==> src/source/sdram_slot_pkg.sv <==
`default_nettype none

package sdram_slot_pkg;

    localparam int sdram_aw = 23;   // Bank word address width

    typedef logic [sdram_aw-1:0] sdram_addr_t;

    // One bank word, read whole or split into its two bytes
    typedef union packed {
        logic [15:0] word;
        struct packed {
            logic [7:0] hi;
            logic [7:0] lo;
        } bytes;
    } sdram_word_t;

    // Region bases inside the bank
    localparam sdram_addr_t wram_offset = 23'h30_0000;
    localparam sdram_addr_t rom_offset  = 23'h00_0000;
    localparam sdram_addr_t snd_offset  = 23'h38_0000;

    localparam int slot_count = 3;  // Clients sharing the bank

endpackage

`default_nettype wire
==> src/source/sdram_slots.sv <==
`timescale 1ns/1ps
`default_nettype none

module sdram_slots #(
    parameter int WRAM_AW = 17,
    parameter int PROM_AW = 21,
    parameter int SROM_AW = 16      // Byte address
) (
    input  wire                          clk,
    input  wire                          arst_n,
    // Main CPU work RAM
    input  wire                          ram_cs,
    input  wire                          ram_wen,
    input  wire  [WRAM_AW-1:0]           ram_addr,
    input  wire  [15:0]                  ram_din,
    input  wire  [1:0]                   ram_wrmask,
    output wire                          ram_ok,
    output wire  [15:0]                  ram_dout,
    // Main CPU program ROM
    input  wire                          rom_cs,
    input  wire  [PROM_AW-1:0]           rom_addr,
    output wire                          rom_ok,
    output wire  [15:0]                  rom_dout,
    // Sound CPU ROM
    input  wire                          snd_cs,
    input  wire  [SROM_AW-1:0]           snd_addr,
    output wire                          snd_ok,
    output wire  [7:0]                   snd_dout,
    // SDRAM bank
    output wire sdram_slot_pkg::sdram_addr_t sdram_addr,
    output wire                          sdram_rd,
    output wire                          sdram_wr,
    output wire  [15:0]                  sdram_din,
    output wire  [1:0]                   sdram_wrmask,
    input  wire                          sdram_ack,
    input  wire                          data_dst,
    input  wire                          data_rdy,
    input  wire sdram_slot_pkg::sdram_word_t data_read
);

    localparam int N = sdram_slot_pkg::slot_count;

    // Slot 0 work RAM, 1 program ROM, 2 sound ROM
    wire [N-1:0] req;
    wire [N-1:0] gnt;
    wire [N-1:0] dst;
    wire [N-1:0] rdy;
    wire sdram_slot_pkg::sdram_addr_t req_addr [N];
    wire         req_wr;
    wire [15:0]  req_din;
    wire [1:0]   req_mask;

    slot_ram #(
        .AW        ( WRAM_AW     ),
        .DW        ( 16          )
    ) u_wram (
        .clk       ( clk         ),
        .arst_n    ( arst_n      ),
        .cs        ( ram_cs      ),
        .wen       ( ram_wen     ),
        .addr      ( ram_addr    ),
        .din       ( ram_din     ),
        .wrmask    ( ram_wrmask  ),
        .ok        ( ram_ok      ),
        .dout      ( ram_dout    ),
        .req       ( req[0]      ),
        .req_addr  ( req_addr[0] ),
        .req_wr    ( req_wr      ),
        .req_din   ( req_din     ),
        .req_mask  ( req_mask    ),
        .gnt       ( gnt[0]      ),
        .dst       ( dst[0]      ),
        .rdy       ( rdy[0]      ),
        .data_read ( data_read   )
    );

    slot_rom #(
        .AW        ( PROM_AW     ),
        .DW        ( 16          )
    ) u_prom (
        .clk       ( clk         ),
        .arst_n    ( arst_n      ),
        .cs        ( rom_cs      ),
        .addr      ( rom_addr    ),
        .ok        ( rom_ok      ),
        .dout      ( rom_dout    ),
        .req       ( req[1]      ),
        .req_addr  ( req_addr[1] ),
        .gnt       ( gnt[1]      ),
        .dst       ( dst[1]      ),
        .rdy       ( rdy[1]      ),
        .data_read ( data_read   )
    );

    slot_rom #(
        .AW        ( SROM_AW     ),
        .DW        ( 8           )
    ) u_srom (
        .clk       ( clk         ),
        .arst_n    ( arst_n      ),
        .cs        ( snd_cs      ),
        .addr      ( snd_addr    ),
        .ok        ( snd_ok      ),
        .dout      ( snd_dout    ),
        .req       ( req[2]      ),
        .req_addr  ( req_addr[2] ),
        .gnt       ( gnt[2]      ),
        .dst       ( dst[2]      ),
        .rdy       ( rdy[2]      ),
        .data_read ( data_read   )
    );

    bank_arbiter #(
        .OFFSET0      ( sdram_slot_pkg::wram_offset ),
        .OFFSET1      ( sdram_slot_pkg::rom_offset  ),
        .OFFSET2      ( sdram_slot_pkg::snd_offset  )
    ) u_arb (
        .clk          ( clk          ),
        .arst_n       ( arst_n       ),
        .req0         ( req[0]       ),
        .req1         ( req[1]       ),
        .req2         ( req[2]       ),
        .req_addr0    ( req_addr[0]  ),
        .req_addr1    ( req_addr[1]  ),
        .req_addr2    ( req_addr[2]  ),
        .req_wr0      ( req_wr       ),
        .req_din0     ( req_din      ),
        .req_mask0    ( req_mask     ),
        .gnt0         ( gnt[0]       ),
        .gnt1         ( gnt[1]       ),
        .gnt2         ( gnt[2]       ),
        .dst0         ( dst[0]       ),
        .dst1         ( dst[1]       ),
        .dst2         ( dst[2]       ),
        .rdy0         ( rdy[0]       ),
        .rdy1         ( rdy[1]       ),
        .rdy2         ( rdy[2]       ),
        .sdram_addr   ( sdram_addr   ),
        .sdram_rd     ( sdram_rd     ),
        .sdram_wr     ( sdram_wr     ),
        .sdram_din    ( sdram_din    ),
        .sdram_wrmask ( sdram_wrmask ),
        .sdram_ack    ( sdram_ack    ),
        .data_dst     ( data_dst     ),
        .data_rdy     ( data_rdy     )
    );

endmodule

`default_nettype wire

==> src/source/bank_arbiter.sv <==
`timescale 1ns/1ps
`default_nettype none

module bank_arbiter #(
    parameter sdram_slot_pkg::sdram_addr_t OFFSET0 = sdram_slot_pkg::wram_offset,
    parameter sdram_slot_pkg::sdram_addr_t OFFSET1 = sdram_slot_pkg::rom_offset,
    parameter sdram_slot_pkg::sdram_addr_t OFFSET2 = sdram_slot_pkg::snd_offset
) (
    input  wire                          clk,
    input  wire                          arst_n,
    // Requests
    input  wire                          req0,
    input  wire                          req1,
    input  wire                          req2,
    input  wire sdram_slot_pkg::sdram_addr_t req_addr0,
    input  wire sdram_slot_pkg::sdram_addr_t req_addr1,
    input  wire sdram_slot_pkg::sdram_addr_t req_addr2,
    input  wire                          req_wr0,   // Slot 0 is the only writer
    input  wire  [15:0]                  req_din0,
    input  wire  [1:0]                   req_mask0,
    // Responses
    output logic                         gnt0,
    output logic                         gnt1,
    output logic                         gnt2,
    output logic                         dst0,
    output logic                         dst1,
    output logic                         dst2,
    output logic                         rdy0,
    output logic                         rdy1,
    output logic                         rdy2,
    // Bank side
    output sdram_slot_pkg::sdram_addr_t  sdram_addr,
    output logic                         sdram_rd,
    output logic                         sdram_wr,
    output logic [15:0]                  sdram_din,
    output logic [1:0]                   sdram_wrmask,
    input  wire                          sdram_ack,
    input  wire                          data_dst,
    input  wire                          data_rdy
);

    localparam int N  = sdram_slot_pkg::slot_count;
    localparam int OW = $clog2(N);

    logic [N-1:0]  req_v;
    logic [N-1:0]  own_v;       // One-hot owner while busy
    logic [OW-1:0] ptr;         // Highest priority slot
    logic [OW-1:0] owner;
    logic [OW-1:0] pick;
    logic          busy;
    logic          any_req;
    logic          acked;
    logic          pick_wr;
    sdram_slot_pkg::sdram_addr_t pick_addr;

    assign req_v   = {req2, req1, req0};
    assign own_v   = busy ? {{(N-1){1'b0}}, 1'b1} << owner : '0;
    assign acked   = sdram_ack && (sdram_rd || sdram_wr);
    assign pick_wr = pick == '0 && req_wr0;

    assign gnt0 = own_v[0] && acked;
    assign gnt1 = own_v[1] && acked;
    assign gnt2 = own_v[2] && acked;
    assign dst0 = own_v[0] && data_dst;
    assign dst1 = own_v[1] && data_dst;
    assign dst2 = own_v[2] && data_dst;
    assign rdy0 = own_v[0] && data_rdy;
    assign rdy1 = own_v[1] && data_rdy;
    assign rdy2 = own_v[2] && data_rdy;

    // Scan from the far end so the slot nearest ptr wins
    always_comb begin
        int idx;
        pick    = ptr;
        any_req = 1'b0;
        for (int k = N - 1; k >= 0; k--) begin
            idx = (int'(ptr) + k) % N;
            if (req_v[idx]) begin
                pick    = idx[OW-1:0];
                any_req = 1'b1;
            end
        end
    end

    always_comb begin
        case (pick)
            2'd0:    pick_addr = OFFSET0 + req_addr0;
            2'd1:    pick_addr = OFFSET1 + req_addr1;
            default: pick_addr = OFFSET2 + req_addr2;
        endcase
    end

    always_ff @(posedge clk or negedge arst_n) begin
        if (!arst_n) begin
            busy     <= 1'b0;
            owner    <= '0;
            ptr      <= '0;
            sdram_rd <= 1'b0;
            sdram_wr <= 1'b0;
        end else if (!busy) begin
            if (any_req) begin
                busy     <= 1'b1;
                owner    <= pick;
                sdram_wr <= pick_wr;
                sdram_rd <= !pick_wr;
            end
        end else begin
            if (sdram_ack) begin
                sdram_rd <= 1'b0;
                sdram_wr <= 1'b0;
            end
            if (data_rdy) begin
                busy <= 1'b0;
                ptr  <= (owner == OW'(N - 1)) ? '0 : owner + 1'b1;
            end
        end
    end

    always_ff @(posedge clk) begin
        if (!busy && any_req) begin
            sdram_addr   <= pick_addr;
            sdram_din    <= req_din0;
            sdram_wrmask <= req_mask0;
        end
    end

    a_gnt_onehot: assert property (@(posedge clk) disable iff (!arst_n)
        $onehot0({gnt2, gnt1, gnt0}));

    a_rd_wr_excl: assert property (@(posedge clk) disable iff (!arst_n)
        !(sdram_rd && sdram_wr));

endmodule

`default_nettype wire

==> src/source/slot_rom.sv <==
`timescale 1ns/1ps
`default_nettype none

module slot_rom #(
    parameter int AW = 21,
    parameter int DW = 16     // 8 or 16
) (
    input  wire                          clk,
    input  wire                          arst_n,
    // Client side
    input  wire                          cs,
    input  wire  [AW-1:0]                addr,
    output logic                         ok,
    output logic [DW-1:0]                dout,
    // Arbiter side
    output logic                         req,
    output sdram_slot_pkg::sdram_addr_t  req_addr,
    input  wire                          gnt,
    input  wire                          dst,
    input  wire                          rdy,
    input  wire sdram_slot_pkg::sdram_word_t data_read
);

    // Byte wide clients address bytes, the bank holds words
    localparam int WAW = (DW == 8) ? AW - 1 : AW;

    localparam logic [1:0] ST_IDLE = 2'd0;
    localparam logic [1:0] ST_GNT  = 2'd1;
    localparam logic [1:0] ST_DATA = 2'd2;

    logic [1:0]     state;
    logic           data_due;
    logic           abandon;
    logic           cache_ok;     // Latch holds a fetched word
    logic           start;
    logic           hit;
    logic           take;
    logic           odd_l;
    logic [WAW-1:0] word_addr;
    logic [WAW-1:0] fetch_addr;
    logic [WAW-1:0] cache_addr;
    sdram_slot_pkg::sdram_word_t cache_word;

    assign word_addr = addr[AW-1:AW-WAW];
    assign hit       = cache_ok && cache_addr == word_addr;
    assign start     = state == ST_IDLE && cs && !ok;
    assign take      = state == ST_DATA && rdy && (data_due || dst);
    assign req       = state != ST_IDLE;
    assign req_addr  = sdram_slot_pkg::sdram_addr_t'(fetch_addr);

    always_ff @(posedge clk or negedge arst_n) begin
        if (!arst_n) begin
            state    <= ST_IDLE;
            ok       <= 1'b0;
            data_due <= 1'b0;
            abandon  <= 1'b0;
            cache_ok <= 1'b0;
        end else begin
            ok <= 1'b0;
            case (state)
                ST_IDLE: begin
                    if (start && hit) begin
                        ok <= 1'b1;             // Answered from the latch
                    end else if (start) begin
                        state   <= ST_GNT;
                        abandon <= 1'b0;
                    end
                end
                ST_GNT: begin
                    if (gnt) begin
                        state <= ST_DATA;
                    end
                end
                ST_DATA: begin
                    if (dst) begin
                        data_due <= 1'b1;
                    end
                    if (take) begin
                        state    <= ST_IDLE;
                        data_due <= 1'b0;
                        cache_ok <= 1'b1;
                        ok       <= cs && !abandon;
                    end
                end
                default: state <= ST_IDLE;
            endcase
            if (state != ST_IDLE && !cs) begin
                abandon <= 1'b1;
            end
        end
    end

    // An abandoned fetch still refills the latch
    always_ff @(posedge clk) begin
        if (start) begin
            fetch_addr <= word_addr;
            odd_l      <= addr[0];
        end
        if (take) begin
            cache_word <= data_read;
            cache_addr <= fetch_addr;
        end
    end

    generate
        if (DW == 8) begin : g_byte
            assign dout = odd_l ? cache_word.bytes.hi : cache_word.bytes.lo;
        end else begin : g_word
            assign dout = cache_word.word;
        end
    endgenerate

    // Both the hit path and the bank path must answer a live request
    a_ok_needs_cs: assert property (@(posedge clk) disable iff (!arst_n)
        $rose(ok) |-> $past(cs));

endmodule

`default_nettype wire

==> src/source/slot_ram.sv <==
`timescale 1ns/1ps
`default_nettype none

module slot_ram #(
    parameter int AW = 17,
    parameter int DW = 16
) (
    input  wire                          clk,
    input  wire                          arst_n,
    // Client side
    input  wire                          cs,
    input  wire                          wen,
    input  wire  [AW-1:0]                addr,
    input  wire  [DW-1:0]                din,
    input  wire  [DW/8-1:0]              wrmask,    // Active low byte enables
    output logic                         ok,
    output logic [DW-1:0]                dout,
    // Arbiter side
    output logic                         req,
    output sdram_slot_pkg::sdram_addr_t  req_addr,
    output logic                         req_wr,
    output logic [DW-1:0]                req_din,
    output logic [DW/8-1:0]              req_mask,
    input  wire                          gnt,
    input  wire                          dst,
    input  wire                          rdy,
    input  wire sdram_slot_pkg::sdram_word_t data_read
);

    localparam logic [1:0] ST_IDLE = 2'd0;
    localparam logic [1:0] ST_GNT  = 2'd1;
    localparam logic [1:0] ST_DATA = 2'd2;

    logic [1:0]    state;
    logic          data_due;    // dst seen, word on its way
    logic          abandon;     // Client dropped cs mid access
    logic          start;
    logic          take;
    logic [AW-1:0] addr_l;

    // ok still high means the client has not yet moved on
    assign start    = state == ST_IDLE && cs && !ok;
    assign take     = state == ST_DATA && rdy && (data_due || dst);
    assign req      = state != ST_IDLE;
    assign req_addr = sdram_slot_pkg::sdram_addr_t'(addr_l);

    always_ff @(posedge clk or negedge arst_n) begin
        if (!arst_n) begin
            state    <= ST_IDLE;
            ok       <= 1'b0;
            data_due <= 1'b0;
            abandon  <= 1'b0;
            req_wr   <= 1'b0;
        end else begin
            ok <= 1'b0;
            case (state)
                ST_IDLE: begin
                    if (start) begin
                        state   <= ST_GNT;
                        req_wr  <= wen;
                        abandon <= 1'b0;
                    end
                end
                ST_GNT: begin
                    if (gnt) begin
                        state <= ST_DATA;
                    end
                end
                ST_DATA: begin
                    if (dst) begin
                        data_due <= 1'b1;
                    end
                    if (take) begin
                        state    <= ST_IDLE;
                        data_due <= 1'b0;
                        ok       <= cs && !abandon;   // Late data is dropped
                    end
                end
                default: state <= ST_IDLE;
            endcase
            if (state != ST_IDLE && !cs) begin
                abandon <= 1'b1;
            end
        end
    end

    always_ff @(posedge clk) begin
        if (start) begin
            addr_l   <= addr;
            req_din  <= din;
            req_mask <= wrmask;
        end
        if (take && !req_wr) begin
            dout <= data_read.word[DW-1:0];
        end
    end

    // The arbiter latches the address once, when it picks this slot
    a_addr_stable: assert property (@(posedge clk) disable iff (!arst_n)
        req && $past(req) |-> req_addr == $past(req_addr));

endmodule

`default_nettype wire

==> config.mk <==
export PLATFORM = sky130hd
export DESIGN_NAME = sdram_slots
export DESIGN_NICKNAME = d
export VERILOG_FILES = /design/src/source/sdram_slot_pkg.sv /design/src/source/sdram_slots.sv /design/src/source/bank_arbiter.sv /design/src/source/slot_rom.sv /design/src/source/slot_ram.sv
export SDC_FILE = /design/constraint.sdc
export NUM_CORES = 1
export LEC_CHECK = 0
export BUFFER_PORTS_ARGS = -buffer_cell sky130_fd_sc_hd__buf_4
export CELL_PAD_IN_SITES_DETAIL_PLACEMENT = 1
export CELL_PAD_IN_SITES_GLOBAL_PLACEMENT = 1
export CORE_MARGIN = 5
export CORE_UTILIZATION = 35
export CTS_CLUSTER_DIAMETER = 100
export CTS_CLUSTER_SIZE = 8
export DETAILED_ROUTE_END_ITERATION = 10
export PLACE_DENSITY_LB_ADDON = 0.25
export SLEW_MARGIN = 25
export SYNTH_ARGS = -nofsm -noshare
export SYNTH_HDL_FRONTEND = slang
export SYNTH_HIERARCHICAL = 1
export SYNTH_SLANG_ARGS = --single-unit
==> constraint.sdc <==
create_clock -name clk -period 4.1 [get_ports clk]
set_input_delay 0 -clock clk [delete_from_list [all_inputs] [get_ports clk]]
set_output_delay 0 -clock clk [all_outputs]
set_load 0.05 [all_outputs]
==> impl_metrics.csv <==
group,metric,value,unit
power_and_ir_drop,ir_drop,0.491,mV
logic_synthesis,syn_area,8700,sq um
layout,nets,895,
worst_setup_path,critPathKind,"reg -> reg",
placed_design,hpwl,14.5,mm
run_status,status,"completed",
logic_synthesis,ys_seq_elements,222,
logic_synthesis,synth_edf_count,197,
layout,drive_above_1_share,36.0,%
clocking,cts_tree,"built",
detailed_routing,drt_iter0_drc,271,
grt,grt_pass1_vias,5940,
worst_setup_path,crit_path_frequent_cell,"mux2_2",
timing,rsz0062_at_grt,"false",
detailed_routing,ant_nets,0,
timing,layout_min_cycle_time,2950,ps
layout,antenna_cells,0,
worst_setup_path,cpPeakStageDelay,480,ps
worst_setup_path,cp-endpoint,"u_arb/sdram_addr[6]",
logic_synthesis,async_flop_share,11.3,%
worst_setup_path,crit_chain,"inv_1 -> ha_1 -> mux2i_1 -> a32oi_2 -> a221oi_4 -> buf_4 -> mux2_2 -> mux2_2",
timing,finalSetupViolCount,0,
logic_synthesis,ys_seq_area_share,75.1,%
grt,antenna_found_initial,0,
timing,fmax,339,MHz
timing,tightest_slew,1030,ps
worst_setup_path,path_max_fanout,15,
worst_setup_path,endpoint_kind,"flip-flop",
logic_synthesis,avgSynthCellArea,18.1,sq um
worst_setup_path,r2r_start,"u_arb/ptr[0]",
clocking,clock_path_buffers,3,
floorplanning,core,24400,sq um
worst_setup_path,rr_worst_depth,8,
floorplanning,start_util,35.7,%
worst_setup_path,cp-start-kind,"flip-flop",
detailed_routing,num_vias,5238,
worst_setup_path,critPathLaunch,"u_arb/ptr[0]",
placed_design,io_buffers,182,
layout,areaGrowthSynthToFinish,41.4,%
detailed_routing,drc,0,
clocking,insertion_delay,530,ps
flow_run,maxCapViolCount,0,
floorplanning,rows,57,
timing,slew-limit-headroom,31.3,%
floorplanning,io_pins,183,
clocking,cts_max_level,1,
detailed_routing,dr.pass1.iters,4,
worst_hold_path,hold_path.class,"in -> reg",
grt,grt_pass1_wl,33.9,mm
grt,grt_overflow_total,0,
clocking,ctsResizeCount,0,
timing,skew,13.4,ps
layout,fin_util,50.5,%
worst_setup_path,critPathSlowestCell,"ha_1",
clocking,cts_root_buf,"clkbuf_16",
timing,final_max_slew_viol_count,0,
placed_design,finalWeightedCongestion,0.787,
floorplanning,die_h,168,um
grt,grtUsageTotal,15.3,%
logic_synthesis,synthFlopType,"edfxtp_1",
timing,setup_tns,0,ps
clocking,numCtsBuffers,31,
timing,min_period_over_period,72.0,%
worst_setup_path,critical_path_arrival,3220,ps
floorplanning,dieArea,28100,sq um
detailed_routing,wl_per_cell,19.6,um
power_and_ir_drop,p_per_area,714,nW/um^2
grt,grt_max_degree,41,
logic_synthesis,yosysWarnings,6,
clocking,cts.sinks,222,
power_and_ir_drop,p_leak,4.75,nW
detailed_routing,totalWireLength,22.3,mm
timing,finalHoldViolations,0,
logic_synthesis,synth_cell_types,55,
floorplanning,die_w,168,um
worst_hold_path,whs_path_depth,2,
clocking,clk_pin_slew_worst_paths,50,ps
detailed_routing,detail_route.vias_per_cell,4.59,
worst_setup_path,r2r-end,"u_arb/sdram_addr[6]",
worst_setup_path,required,4370,ps
logic_synthesis,synth_cells,480,
worst_setup_path,r2r_slack,1150,ps
## how the worst min path moves through the flow
stage	start	to	slack (ps)
3_5_place_dp	arst_n	u_wram/req_wr	-60
5_1_grt	ram_din[4]	u_wram/req_din[4]	180
6_report	ram_din[4]	u_wram/req_din[4]	190
2_1_floorplan	arst_n	u_arb/busy	-300
3_3_place_gp	arst_n	u_wram/req_wr	-60
4_1_cts	ram_din[0]	u_wram/req_din[0]	160
## timing repair
| action | in CTS | in global routing |
|---|---|---|
| hold buffers | 98 | 0 |
| endpoints found under the hold margin | 160 | 0 |
| buffers inserted | 0 | 0 |
## power by group
part | switching (W) | total, W | internal (W) | leakage [nW]
logic | 0.00188 | 0.00317 | 0.00129 | 2.20
clock network | 0.000879 | 0.00230 | 0.00142 | 0.419
registers | 0.000243 | 0.00333 | 0.00308 | 2.13
## cell usage after synthesis, types with 2 or more instances
master	n	area [sq um]
edfxtp_1	197	5920
mux2_2	32	360
xnor2_1	32	280
dfrtp_1	25	626
buf_4	18	135
inv_1	18	67.6
mux2_4	16	240
nor2_1	11	41.3
a21oi_1	10	50.1
mux2i_1	9	90.1
nand2_1	8	30.0
nand4_1	8	50.1
nor3_1	8	40.0
nor2b_1	7	43.8
xor2_1	7	61.3
ha_1	5	62.6
buf_6	4	45.0
nand2b_1	4	25.0
o21a_1	4	30.0
o21ai_0	4	20.0
o22ai_1	4	25.0
a21o_1	3	22.5
conb_1	3	11.3
or2_2	3	18.8
a31o_2	2	17.5
a32oi_2	2	32.5
and3b_2	2	20.0
nand3_1	2	10.0
nand3b_1	2	15.0
nor3b_1	2	15.0
nor4b_4	2	47.6
o211a_1	2	20.0
o21ai_1	2	10.0
## layout by cell type, fill, tap and decap left out, types with 3 or more instances in the layout
| cell type | netlist | final |
|---|---|---|
| xor2_1 | 7 | 7 |
| conb_1 | 3 | 16 |
| edfxtp_1 | 197 | 197 |
| nor3_1 | 8 | 7 |
| or2_2 | 3 | 3 |
| nand4_1 | 8 | 8 |
| dlygate4sd3_1 | 0 | 97 |
| buf_4 | 18 | 192 |
| a21oi_1 | 10 | 10 |
| clkbuf_1 | 1 | 25 |
| mux2_4 | 16 | 16 |
| mux2_2 | 32 | 32 |
| nand2b_1 | 4 | 4 |
| inv_1 | 18 | 18 |
| nor2_1 | 11 | 11 |
| xnor2_1 | 32 | 32 |
| ha_1 | 5 | 5 |
| nor2b_1 | 7 | 7 |
| o21a_1 | 4 | 4 |
| o21ai_0 | 4 | 4 |
| nand2_1 | 8 | 8 |
| dfrtp_1 | 25 | 25 |
| o22ai_1 | 4 | 4 |
| mux2i_1 | 9 | 9 |
| clkbuf_16 | 0 | 31 |
| a21o_1 | 3 | 3 |
## area by class of cell
| class | count | area [sq um] |
|---|---|---|
| tap | 324 | 405 |
| inverter | 18 | 67.6 |
| timing repair buffer | 290 | 2430 |
| fill | 2410 | 12100 |
| sequential | 222 | 6540 |
| clock buffer | 57 | 883 |
| multi-input combinational | 230 | 1980 |
## sequential cells by signal (all words and copies together), names as in the netlist, 15 cells and up
signal	count
u_prom/fetch_addr	21
u_srom/fetch_addr	15
u_wram/req_din	16
u_prom/cache_addr	21
u_arb/sdram_din	16
u_wram/dout	16
u_prom/dout	16
u_arb/sdram_addr	23
u_srom/cache_word	16
u_wram/addr_l	17
u_srom/cache_addr	15
## per-stage QoR
stage               hold slack, ps  cell area, sq um  power (W)  std cells  worst slack, ps
CTS                            158             12300    0.00892       1141             1130
detailed placement           -57.7             10400    0.00646        986             1120
global placement             -64.8             10400    0.00636        986             1310
global route                   182             12300    0.00922       1141             1040
floorplan                     -296              8750    0.00559        493              730
finish                         191             12300    0.00879       1141             1150
## metal layers
layer  GRT usage [%]  part of all wire [%]
met5               0                     0
met4            3.60                   2.0
met3            4.03                   7.1
met2            26.5                    49
met1            19.3                    42
## critical path: cells and delay by family, from the launching register on
family	cells	cell delay, ps
buffers and inverters	2	420
adders and majority gates	1	480
muxes	3	1000
AOI/OAI and AO/OA	2	380
DFF	1	430
## cells by family after synthesis
logic type      after synthesis  share of synthesized area, %
buf+inv                      41                          2.89
simple gates                 69                          5.28
mux                          57                          7.93
flops                       222                          75.1
other cells                   3                         0.129
fa+ha+maj                     5                         0.719
xor+xnor                     39                          3.92
compound gates               44                          3.98
(Power assumes the default switching activity.)
